==> config.mk <==
export PLATFORM = sky130hd
export DESIGN_NAME = cache_ctrl
export DESIGN_NICKNAME = d
export VERILOG_FILES = /design/src/logic/cache_pkg.sv /design/src/logic/cache_ctrl.sv
export SDC_FILE = /design/constraint.sdc
export NUM_CORES = 1
export LEC_CHECK = 0
export CAP_MARGIN = 20
export CORE_MARGIN = 1
export CORE_UTILIZATION = 67
export CTS_CLUSTER_SIZE = 25
export DETAILED_ROUTE_END_ITERATION = 6
export DONT_BUFFER_PORTS = 1
export MAX_ROUTING_LAYER = met4
export PLACE_DENSITY = 0.88
export SLEW_MARGIN = 20
export SYNTH_ARGS = -nofsm -noshare
export SYNTH_HDL_FRONTEND = slang
export SYNTH_SLANG_ARGS = --single-unit
==> constraint.sdc <==
create_clock -name clk -period 3.78 [get_ports clk]
set_input_delay 0.189 -clock clk [delete_from_list [all_inputs] [get_ports clk]]
set_output_delay 0.189 -clock clk [all_outputs]
set_load 0.05 [all_outputs]
==> src/logic/cache_pkg.sv <==
package cache_pkg;

  // ====================
  // data and address
  // ====================

  typedef logic [31:0] word_t;  // one cache or memory word
  typedef logic [31:0] addr_t;  // word address, no byte offset bits

  // ====================
  // controller states
  // ====================

  typedef enum logic [2:0] {
    idle,        // waiting for a request or a flush
    tag_check,   // arrays read last cycle, compare now
    evict,       // write the dirty victim line back
    refill,      // fetch the missing line, merge a write word
    respond,     // hold the response until it is taken
    flush_walk   // step over every line looking for dirty ones
  } ctrl_state_t;

endpackage
==> src/logic/cache_ctrl.sv <==
module cache_ctrl #(
  parameter int NUM_LINES      = 32,
  parameter int WORDS_PER_LINE = 16,
  localparam int IDX_W = $clog2(NUM_LINES),
  localparam int CNT_W = $clog2(WORDS_PER_LINE) + 1
) (
  input  logic             clk,
  input  logic             reset,
  // processor side
  input  logic             req_val,
  output logic             req_rdy,
  output logic             resp_val,
  input  logic             resp_rdy,
  // memory side
  output logic             mem_req_val,
  input  logic             mem_req_rdy,
  output logic             mem_req_write,
  input  logic             mem_resp_val,
  output logic             mem_resp_rdy,
  input  logic             flush,
  output logic             flush_done,
  // datapath controls
  output logic             req_capture,
  output logic             tag_rd_en,
  output logic             tag_wr_en,
  output logic             data_rd_en,
  output logic             data_wr_en,
  output logic             fill_sel,       // 1: memory word, merged with a pending write
  output logic             evict_sel,      // 1: memory address from the stored tag
  output logic [CNT_W-1:0] req_word_cnt,   // words requested or sent
  output logic [CNT_W-1:0] resp_word_cnt,  // words received on refill
  output logic [IDX_W-1:0] flush_index,    // line being evicted, walk position in a flush
  // datapath status
  input  logic             tag_match,
  input  logic [IDX_W-1:0] cur_index,
  input  logic             cur_write
);
  import cache_pkg::*;

  localparam logic [CNT_W-1:0] LINE_WORDS = CNT_W'(WORDS_PER_LINE);
  localparam logic [IDX_W-1:0] LAST_LINE  = IDX_W'(NUM_LINES - 1);

  ctrl_state_t          state;
  ctrl_state_t          next_state;
  logic [NUM_LINES-1:0] valid_bits;
  logic [NUM_LINES-1:0] dirty_bits;
  logic                 flushing;    // current eviction belongs to a flush
  logic                 ev_data_ok;  // victim word sitting on the data array output
  logic                 hit;
  logic                 ev_rd;
  logic                 req_fire;
  logic                 walk_clean;  // walk position needs no write-back

  assign hit        = valid_bits[cur_index] && tag_match;
  assign ev_rd      = !ev_data_ok && (req_word_cnt < LINE_WORDS);
  assign walk_clean = !dirty_bits[flush_index];

  // ====================
  // handshake outputs
  // ====================

  assign req_rdy       = (state == idle) && !flush;  // blocked during a flush
  assign req_capture   = req_val && req_rdy;
  assign resp_val      = (state == respond);
  assign mem_req_write = (state == evict);
  assign mem_resp_rdy  = (state == refill);         // always take refill data
  assign mem_req_val   = (state == evict) ? ev_data_ok
                                          : (state == refill) && (req_word_cnt < LINE_WORDS);
  assign req_fire      = mem_req_val && mem_req_rdy;

  // ====================
  // control table
  // ====================

  task automatic cs(
    input logic cs_tag_rd,
    input logic cs_tag_wr,
    input logic cs_data_rd,
    input logic cs_data_wr,
    input logic cs_fill,
    input logic cs_evict
  );
    tag_rd_en  = cs_tag_rd;
    tag_wr_en  = cs_tag_wr;
    data_rd_en = cs_data_rd;
    data_wr_en = cs_data_wr;
    fill_sel   = cs_fill;
    evict_sel  = cs_evict;
  endtask

  always_comb begin
    case (state)
      //              tag_rd       tag_wr  data_rd      data_wr              fill  evict
      idle:       cs(req_capture, 1'b0,   req_capture, 1'b0,                1'b0, 1'b0);
      tag_check:  cs(1'b0,        1'b0,   1'b0,        hit && cur_write,    1'b0, 1'b0);
      evict:      cs(1'b0,        1'b0,   ev_rd,       1'b0,                1'b0, 1'b1);
      refill:     cs(1'b0,        1'b1,   1'b0,        mem_resp_val,        1'b1, 1'b0);
      flush_walk: cs(1'b1,        1'b0,   1'b0,        1'b0,                1'b0, 1'b1);
      default:    cs(1'b0,        1'b0,   1'b0,        1'b0,                1'b0, 1'b0);
    endcase
  end

  // ====================
  // next state
  // ====================

  always_comb begin
    next_state = state;
    case (state)
      idle: begin
        if (flush && !flush_done) begin
          next_state = flush_walk;
        end else if (req_capture) begin
          next_state = tag_check;
        end
      end
      tag_check: begin
        if (hit) begin
          next_state = respond;
        end else if (dirty_bits[cur_index]) begin
          next_state = evict;  // victim must go out first
        end else begin
          next_state = refill;
        end
      end
      evict: begin
        if (req_word_cnt == LINE_WORDS) begin
          next_state = flushing ? flush_walk : refill;
        end
      end
      refill: begin
        if (req_word_cnt == LINE_WORDS && resp_word_cnt == LINE_WORDS) begin
          next_state = respond;
        end
      end
      respond: begin
        if (resp_rdy) begin
          next_state = idle;
        end
      end
      flush_walk: begin
        if (!walk_clean) begin
          next_state = evict;
        end else if (flush_index == LAST_LINE) begin
          next_state = idle;
        end
      end
      default: next_state = idle;
    endcase
  end

  // ====================
  // state and counters
  // ====================

  always_ff @(posedge clk) begin
    if (reset) begin
      state         <= idle;
      req_word_cnt  <= '0;
      resp_word_cnt <= '0;
      ev_data_ok    <= 1'b0;
    end else begin
      state <= next_state;
      if (state != next_state) begin  // every state entry starts a fresh count
        req_word_cnt  <= '0;
        resp_word_cnt <= '0;
      end else begin
        if (req_fire) begin
          req_word_cnt <= req_word_cnt + 1'b1;
        end
        if (mem_resp_val && mem_resp_rdy) begin
          resp_word_cnt <= resp_word_cnt + 1'b1;
        end
      end
      if (state != evict || req_fire) begin
        ev_data_ok <= 1'b0;  // word consumed, read the next one
      end else if (data_rd_en) begin
        ev_data_ok <= 1'b1;
      end
    end
  end

  // walk position, flush status
  always_ff @(posedge clk) begin
    if (reset) begin
      flush_index <= '0;
      flushing    <= 1'b0;
      flush_done  <= 1'b0;
    end else begin
      case (state)
        idle: begin
          if (next_state == flush_walk) begin
            flush_index <= '0;
            flushing    <= 1'b1;
          end
        end
        tag_check: flush_index <= cur_index;  // miss eviction uses the request line
        flush_walk: begin
          if (walk_clean && flush_index != LAST_LINE) begin
            flush_index <= flush_index + 1'b1;
          end else if (walk_clean) begin
            flushing <= 1'b0;
          end
        end
        default: ;
      endcase
      if (!flush) begin
        flush_done <= 1'b0;
      end else if (state == flush_walk && next_state == idle) begin
        flush_done <= 1'b1;  // held until flush drops
      end
    end
  end

  // line status bits
  always_ff @(posedge clk) begin
    if (reset) begin
      valid_bits <= '0;
      dirty_bits <= '0;
    end else begin
      if (state == tag_check && hit && cur_write) begin
        dirty_bits[cur_index] <= 1'b1;
      end
      if (state == evict && next_state != evict) begin
        dirty_bits[flush_index] <= 1'b0;  // line now matches memory
      end
      if (state == refill && next_state == respond) begin
        valid_bits[cur_index] <= 1'b1;
        dirty_bits[cur_index] <= cur_write;  // write miss merged during refill
      end
    end
  end

  // ====================
  // checks
  // ====================

  a_state_known: assert property (@(posedge clk) disable iff (reset)
    !$isunknown(state))
    else $error("controller state unknown");

  a_mem_req_hold: assert property (@(posedge clk) disable iff (reset)
    mem_req_val && !mem_req_rdy |=> mem_req_val)
    else $error("memory request dropped before acceptance");

  a_cnt_bound: assert property (@(posedge clk) disable iff (reset)
    req_word_cnt <= LINE_WORDS && resp_word_cnt <= LINE_WORDS)
    else $error("word counter past line size");

endmodule

# --- Yosys cells after proc, flatten, opt, wreduce, memory -nomap -nowiden ---
# Index checks and enable logic that the tools add are counted.
word_totals:
  elab_cells: 113
  reg_bits: 85
  input_bits: 14
  output_inout_bits: 28
classes:
  magnitude_cmp: 5
  n_addsub: 3
  eq_ne: 18
  bitwise_logic: 5
  reduce_logical: 33
  muxes: 40
op_table:
  columns: ["op", "n"]
  rows:
  - ["$mux 32", 5]
  - ["$or 32x32->32", 2]
  - ["$and 32x32->32", 1]
  - ["$bwmux 32", 1]
  - ["$not 32->32", 1]
  - ["$mux 3", 9]
  - ["$logic_and 1x1->1", 18]
  - ["$pmux 3 s6", 1]
  - ["$add 5x1->5 const B", 3]
  - ["$bmux 1 s5", 3]
  - ["$eq 5x5->1 const B", 3]
  - ["$pmux 5 s3", 1]
  - ["$eq 3x3->1 const B", 4]
  - ["$lt 5x6->1 const B", 2]
  - ["$mux 1", 12]
  - ["$demux 1 s5", 2]
  - ["$ge 5x1->1 const B", 2]
  - ["$mux 5", 2]
  - ["$pmux 1 s2", 4]
  - ["$reduce_or 2->1", 4]
  - ["$eq 3x2->1 const B", 2]
  - ["$logic_not 3->1", 2]
  - ["$ne 2x2->1 const B", 3]
  - ["$ne 3x2->1 const B", 2]
  - ["12 further kinds", 15]

# --- Depth between registers and ports, before layout ---
# Gate-level depths: netlist of run 1.
logic_depth:
  ltp_word: 12
  ltp_mapped: 10
  depth_no_buf: 8

# --- Worst setup path before layout of run 1 ---
# No wires, ideal clock.
synth_timing:
  path_type: "register to register"
  startpoint: "register state[1]"
  endpoint: "register req_word_cnt[4]"
  synth_period_minus_slack_ps: 2638
  arrival_ps: 2570
  setup_ps: 68
  required_time_ps: 3712
  slack_ps: 1142
  path_buffers: 3
  path_stages_with_launch: 10
  path_cell_list: "dfxtp_1 -> buf_2 -> or3b_1 -> buf_2 -> o22ai_1 -> and2_1 -> clkbuf_1 -> nand4_1 -> xor2_1 -> nor2_1"
synth_via:
  elab_cells_between_ends: 21
  classes_between: "eq/ne (6); mux (9); reduce/logical (6)"
synth_lines:
  columns: ["item", "line", "source"]
  rows:
  - ["start: declaration", "cache_ctrl.sv:43", "ctrl_state_t state;"]
  - ["start signal: assignment", "cache_ctrl.sv:158", "state <= idle;"]
  - ["start signal: assignment", "cache_ctrl.sv:163", "state <= next_state;"]
  - ["$eq 3x2->1", "cache_ctrl.sv:68", ": (state == refill) && (req_word_cnt < LINE_WORDS);"]
  - ["$logic_and 1x1->1", "cache_ctrl.sv:68", null]
  - ["$mux 1 (*)", "cache_ctrl.sv:67", "assign mem_req_val = (state == evict) ? ev_data_ok"]
  - ["named net mem_req_val", "cache_ctrl.sv:15", "output logic mem_req_val,"]
  - ["$logic_and 1x1->1 (*)", "cache_ctrl.sv:69", "assign req_fire = mem_req_val && mem_req_rdy;"]
  - ["end signal: assignment", "cache_ctrl.sv:169", "req_word_cnt <= req_word_cnt + 1'b1;"]
  - ["end: declaration", "cache_ctrl.sv:30", "output logic [CNT_W-1:0] req_word_cnt,"]
# The timed path passes the listed nets; every way through them passes the cells marked *.
# A chain may end at the register's enable or synchronous reset.

# --- Worst setup path in the final report of run 1 ---
layout_timing:
  startpoint: "register flush_index[3]"
  endpoint: "register resp_word_cnt[4]"
layout_via:
  elab_chain_cells: 6
  elab_cells_between_ends: 8
  classes_between: "eq/ne (2); mux (5); reduce/logical (1)"
layout_rtl:
  columns: ["item", "line", "source"]
  rows:
  - ["start: declaration", "cache_ctrl.sv:32", "output logic [IDX_W-1:0] flush_index,"]
  - ["start signal: assignment", "cache_ctrl.sv:197", "tag_check: flush_index <= cur_index;"]
  - ["start signal: assignment", "cache_ctrl.sv:200", "flush_index <= flush_index + 1'b1;"]
  - ["$bmux 1 s5 / $eq 5x5->1 (equally long branches)", "cache_ctrl.sv:56, cache_ctrl.sv:144", null]
  - ["$mux 1 (not written as such) / $mux 3 (equally long branches)", "cache_ctrl.sv:56, cache_ctrl.sv:144", null]
  - ["$mux 3 (*)", "cache_ctrl.sv:142", "if (!walk_clean) begin"]
  - ["$pmux 3 s6 (*)", "cache_ctrl.sv:109", "case (state)"]
  - ["$ne 3x3->1 (*)", "cache_ctrl.sv:164", "if (state != next_state) begin"]
  - ["$reduce_or 2->1 (no line) (*)", null, null]
  - ["end signal: assignment", "cache_ctrl.sv:172", "resp_word_cnt <= resp_word_cnt + 1'b1;"]
  - ["end: declaration", "cache_ctrl.sv:31", "output logic [CNT_W-1:0] resp_word_cnt,"]
# Every way passes the cells marked *; elsewhere a longest branch is shown, timed or not. The select of a mux whose other input is x is not followed.

==> out/metrics.cfg, run 1 <==
[timing]
min_period_ns=3.088
rsz0062_at_grt=no
slew_violations=0
setup_viol=0
fin_crit_sh_pct=81.69
holdWs_ns=0.005294
finalSetupTns_ns=0
slew_headroom_pct=32.86
finalHoldViolations=0
worstMarginPinSlew_ns=1.006
finClkSkew_ns=0.008760
max_freq_mhz=323.8

[power]
vdd_drop_max_mv=0.2588
leakage_nw=2.177
power.density_nw_per_um2=405.8
power_w=0.002205

[global_routing]
grt_pass1_wl_mm=25.23
antenna_found_initial=0
grt_max_degree=48
grt_overflow=0
track_usage_pct=40.29
grt_pass1_vias=4979

[logic_synthesis]
synth_edf_count=0
netlist_area_um2=5239
synth_ff_type=dfxtp_1
synth_top_area_share_pct=32.48
ys_top_cells_by_area=dfxtp_1, a21oi_1, mux2i_1
seq_area_frac_synth_pct=32.48
synth_top_area_cell=dfxtp_1
synth_cell_types=65
synth-seq-cells=85
yosys_warnings=0
avgSynthCellArea_um2=8.316
synthArstFlopShare_pct=0
synth_cells=630
syn_nets=653

[clock_network]
cts_root_buf=clkbuf_8
clockBufferDepth=2
clkSinkCount=85
htreeDepth=3
cts_buffers=9
clk_latency_ns=0.36
postCtsHoldBufs=2
cts_tree=yes
postCtsSetupRepairBufs=0
post_cts_resized=0
clkTransAtPathRegs_ns=0.09

[cells_and_area]
layout_common_cells=dfxtp_1, nor2_1, a21oi_1
antenna_cells=0
num-nets-final=625
layout_commonest_cell=dfxtp_1
final_layout_size_suffix_gt1_share_pct=11.70
area_growth_syn_to_layout_pct=3.726
utilization_pct=73.35
fin_area_um2=5434

[flow_run]
maxCapViolations=0

[floorplanning]
die_x_um=90.43
initial_core_util_pct=70.71
die_h_um=90.43
core.rowCount=31
dieArea_um2=8177
coreArea_um2=7408
io_pins=42

[setup_path]
rr_startpoint=flush_index[3]
cp.required_ns=4.02
crit_fanout=16
cp-start-kind=register
worst-setup-path-type=reg -> reg
cp-end-kind=register
r2r_slack_ns=0.69
r2r_end=resp_word_cnt[4]
cp_data_arrival_time_ns=3.32
rr_worst_depth=6

[routing]
ant_nets=0
via_per_inst=7.244
drc=0
firstDrtPassIters=6
drt_wl_total_mm=15.75
drtIter0Drc=798
wire_per_inst_um=22.31
vias=5114

[placement]
dp_hpwl_mm=10.51
place_area_um2=5225
gp_congestion=1.007
io_buffers=0

[hold_path]
min_from=reset
hp-class=in -> reg
hold_depth=3
hold_end=dirty_bits[23]

[run_status]
status=finished, final reports clean

## critical path: stages (launching register included)
cell	delay, ns
dfxtp_1	1.00
nor3b_1	0.73
a221o_1	0.30
a2bb2oi_1	0.12
and4_1	0.28
o21ai_2	0.42
nor2_1	0.11
## stage by stage
stage	worst slack (ns)	std cells
global route	0.6025	706
finish	0.6920	706
detailed placement	0.8718	688
global placement	0.8847	688
floorplan	1.142	630
CTS	0.8498	706
## report_power, final
part	total [W]	internal (W)	switching [W]
combinational	0.000594	0.000189	0.000405
clock	0.000600	0.000244	0.000356
sequential	0.00101	0.000922	0.0000893
total	0.00221	0.00135	0.000850
## area by class of cell
class / count / area [um^2]
Timing Repair Buffer: 20 / 165.2
Multi-Input combinational cell: 454 / 3149
Clock inverter: 6 / 46.29
Clock buffer: 10 / 127.6
Inverter: 32 / 120.1
Tap cell: 99 / 123.9
Fill cell: 587 / 1974
Sequential cell: 85 / 1702
## flip-flops by register name, summed over array words and instances, names as in the netlist
name	cells
valid_bits	32
flush_done	1
flush_index	5
flushing	1
resp_word_cnt	5
dirty_bits	32
state	3
req_word_cnt	5
ev_data_ok	1
## cell usage after synthesis, drive strengths merged (5+ instances only)
cell    instances
o211ai         16
o21ai          13
a211oi          9
a21oi          62
a32oi          18
nor3           18
o22ai           8
or3b            8
or3             5
ha              9
buf            27
clkbuf         32
o221ai         10
nand3           6
nand2          43
and3           10
nor2b           5
xor2            7
nand4           6
and2            9
o311ai          8
mux2i          31
o211a          21
mux2           10
nand3b          8
dfxtp          85
nor2           65
inv            32
nand2b          6
## worst max path at each step
stage / from / endpoint / slack, ns / cells past startpoint
detailed placement: flush_index[3] / resp_word_cnt[4] / 0.87 / 6
finish: flush_index[3] / resp_word_cnt[4] / 0.69 / 6
global placement: flush_index[3] / resp_word_cnt[0] / 0.88 / 6
floorplan: state[1] / req_word_cnt[4] / 1.14 / 9
CTS: flush_index[3] / resp_word_cnt[4] / 0.85 / 6
global route: resp_word_cnt[1] / dirty_bits[3] / 0.60 / 8
## kinds of logic (layout without fill, tap and decap cells)
| kind of cell | Yosys count | after routing | share of synthesized area, % |
|---|---|---|---|
| simple gates | 200 | 200 | 19.13 |
| fa+ha+maj | 9 | 9 | 2.150 |
| flops | 85 | 85 | 32.48 |
| buf+inv | 91 | 68 | 7.595 |
| xor+xnor | 9 | 9 | 1.505 |
| compound gates | 191 | 191 | 27.35 |
| mux | 45 | 45 | 9.792 |
## layer usage
| metal | up-vias | wire length (um) | track usage, % |
|---|---|---|---|
| met4 | 0 | 679 | 21.77 |
| met1 | 2384 | 6131 | 49.50 |
| met5 | - | 0 | - |
| li1 | 2259 | - | - |
| met3 | 80 | 1838 | 10.61 |
| met2 | 391 | 7105 | 60.37 |
Note: power is estimated with default switching activity, not from simulation.
==> inputs of run 2 (changes only) <==
--- a/config.mk
+++ b/config.mk
@@ -7,12 +7,12 @@
 export LEC_CHECK = 0
 export CAP_MARGIN = 20
 export CORE_MARGIN = 1
-export CORE_UTILIZATION = 67
+export CORE_UTILIZATION = 64
 export CTS_CLUSTER_SIZE = 25
 export DETAILED_ROUTE_END_ITERATION = 6
 export DONT_BUFFER_PORTS = 1
 export MAX_ROUTING_LAYER = met4
-export PLACE_DENSITY = 0.88
+export PLACE_DENSITY = 0.85
 export SLEW_MARGIN = 20
 export SYNTH_ARGS = -nofsm -noshare
 export SYNTH_HDL_FRONTEND = slang
==> constraint.sdc (replaced) <==
create_clock -name clk -period 3 [get_ports clk]
set_input_delay 0.15 -clock clk [delete_from_list [all_inputs] [get_ports clk]]
set_output_delay 0.15 -clock clk [all_outputs]
set_load 0.05 [all_outputs]
==> run 2 against run 1 <==
- utilization is 1.0 points lower
- fmax increased by 14%
- clock-buffer cell count is the same
- global-route usage down 0.85 points
- non-clock buffer count is 25 higher
- critical path type unchanged
- highest routed layer unchanged
- power up 32%
- combinational power up 38%
- largest cell class unchanged
- sequential share of layout area shrank 1.2 points
- final area grew 3.9%
- sequential power increased by 25%
- final cell count is 4.0% higher
==> out/metrics.cfg, run 2 (same netlist as run 1, synthesis figures left out) <==
[placement]
dp_hpwl_mm=11.07
io_buffers=0
gp_congestion=1.021

[global_routing]
track_usage_pct=39.44
antenna_found_initial=0
grt_max_degree=53
grt_pass1_wl_mm=25.21
grt_overflow=0
grt_pass1_vias=4803

[routing]
drt_wl_total_mm=16.14
firstDrtPassIters=6
drc=0
via_per_inst=7.064
vias=5185
ant_nets=0
drtIter0Drc=646
wire_per_inst_um=21.99

[clock_network]
post_cts_resized=0
clockBufferDepth=2
clkTransAtPathRegs_ns=0.11
clk_latency_ns=0.38
cts_tree=yes
cts_root_buf=clkbuf_8
htreeDepth=3
cts_buffers=9
clkSinkCount=85

[power]
switching_share_pct=37.42
pwr-share-clk_pct=28.9
power.density_nw_per_um2=517.4
combPwrFrac_pct=28.0
p_switching_w=0.001093
vdd_drop_max_mv=0.2933
internal-power_w=0.001829
leakage_nw=2.316
seq_power_share_pct=43.1

[cells_and_area]
utilization_pct=72.32
layout_commonest_cell=dfxtp_1
layout_common_cells=dfxtp_1, nor2_1, a21oi_1
fill_cells=610
area_growth_syn_to_layout_pct=7.786
num-nets-final=650
antenna_cells=0
final_layout_size_suffix_gt1_share_pct=14.87
top_regs=dirty_bits x32, valid_bits x32

[setup_path]
cp-end-kind=register
cp-start-kind=register
crit_fanout=10
worst-setup-path-type=reg -> reg
cp_data_arrival_time_ns=3.01
cp.required_ns=3.30

[timing]
finalHoldViolations=0
fin_crit_sh_pct=90.31
slew_headroom_pct=38.35
slew_violations=0
finalSetupTns_ns=0
setup_viol=0
min_period_ns=2.709
finClkSkew_ns=0.02064
rsz0062_at_grt=no
max_freq_mhz=369.1
worstMarginPinSlew_ns=0.9214

[floorplanning]
dieArea_um2=8552
coreArea_um2=7807
die_h_um=92.48
core.rowCount=32
die_x_um=92.48
io_pins=42
initial_core_util_pct=67.10

[hold_path]
hp-class=in -> reg

[run_status]
status=finished, final reports clean

[flow_run]
maxCapViolations=0

## run 2: changes by cell type in the layout (fill, tap and decap cells not counted), sizes merged
cell | before | now
buf | 19 | 43
bufinv | 0 | 1
clkinv | 2 | 0
clkinvlp | 2 | 3
dlygate4sd3 | 1 | 2
## run 2: through the flow
stage | total power [W] | setup WS, ns | instance area, um^2 | hold WS [ns] | cells
final | 0.002922 | 0.2908 | 5647 | 0.02495 | 734
after global routing | 0.003019 | 0.1713 | 5647 | 0.04721 | 734
after CTS | 0.002890 | 0.3946 | 5647 | 0.02927 | 734
after detailed placement | 0.002049 | 0.4643 | 5409 | 0.2226 | 715
after global placement | 0.002035 | 0.6023 | 5409 | 0.2207 | 715
after floorplan | 0.001892 | 0.3619 | 5239 | 0.2834 | 630
## run 2: routing by layer
layer  GRT usage, %  vias to the layer above  wire, um
li1               -                     2313         -
met1          49.00                     2392      6413
met2          58.52                      378      6890
met3          10.67                      102      1894
met4          20.57                        0       939
met5              -                        -         0
## run 2: final cells by class
| cell class | instances | area [um^2] | share of cell area, % |
|---|---|---|---|
| Tap cell | 102 | 127.6 | 2.260 |
| Clock inverter | 6 | 70.07 | 1.241 |
| Multi-Input combinational cell | 454 | 3144 | 55.68 |
| Sequential cell | 85 | 1702 | 30.14 |
| Clock buffer | 10 | 127.6 | 2.260 |
| Timing Repair Buffer | 45 | 355.3 | 6.293 |
| Inverter | 32 | 120.1 | 2.127 |
## run 2: power groups by stage
stage          Clock, W  Sequential [W]  Combinational, W
6_report       0.000844         0.00126          0.000820
3_5_place_dp          0         0.00128          0.000770
5_1_grt        0.000891         0.00127          0.000861
3_3_place_gp          0         0.00128          0.000758
2_1_floorplan         0         0.00129          0.000607
4_1_cts        0.000839         0.00125          0.000797
## run 2: critical path: stages (launching register included)
cell and delay [ns]:
dfxtp_1 0.48, or3b_1 0.51, inv_2 0.29, and2_1 0.38, a221o_1 0.30, a2bb2oi_1 0.30
o21ai_2 0.21, nor2_1 0.16
## run 2: timing repair
| action | CTS | global route |
|---|---|---|
| hold buffers | 3 | 0 |
| endpoints found under the hold margin | 54 | 0 |
| buffers inserted | 0 | 0 |
## run 2: final timing paths
check        cells after the start      startpoint  slack, ns                to
min reg2reg                      2  valid_bits[26]       0.48    valid_bits[26]
max reg2reg                      7        state[1]       0.29  resp_word_cnt[1]
min                              2       cur_write       0.02    dirty_bits[20]
max                              7        state[1]       0.29  resp_word_cnt[1]
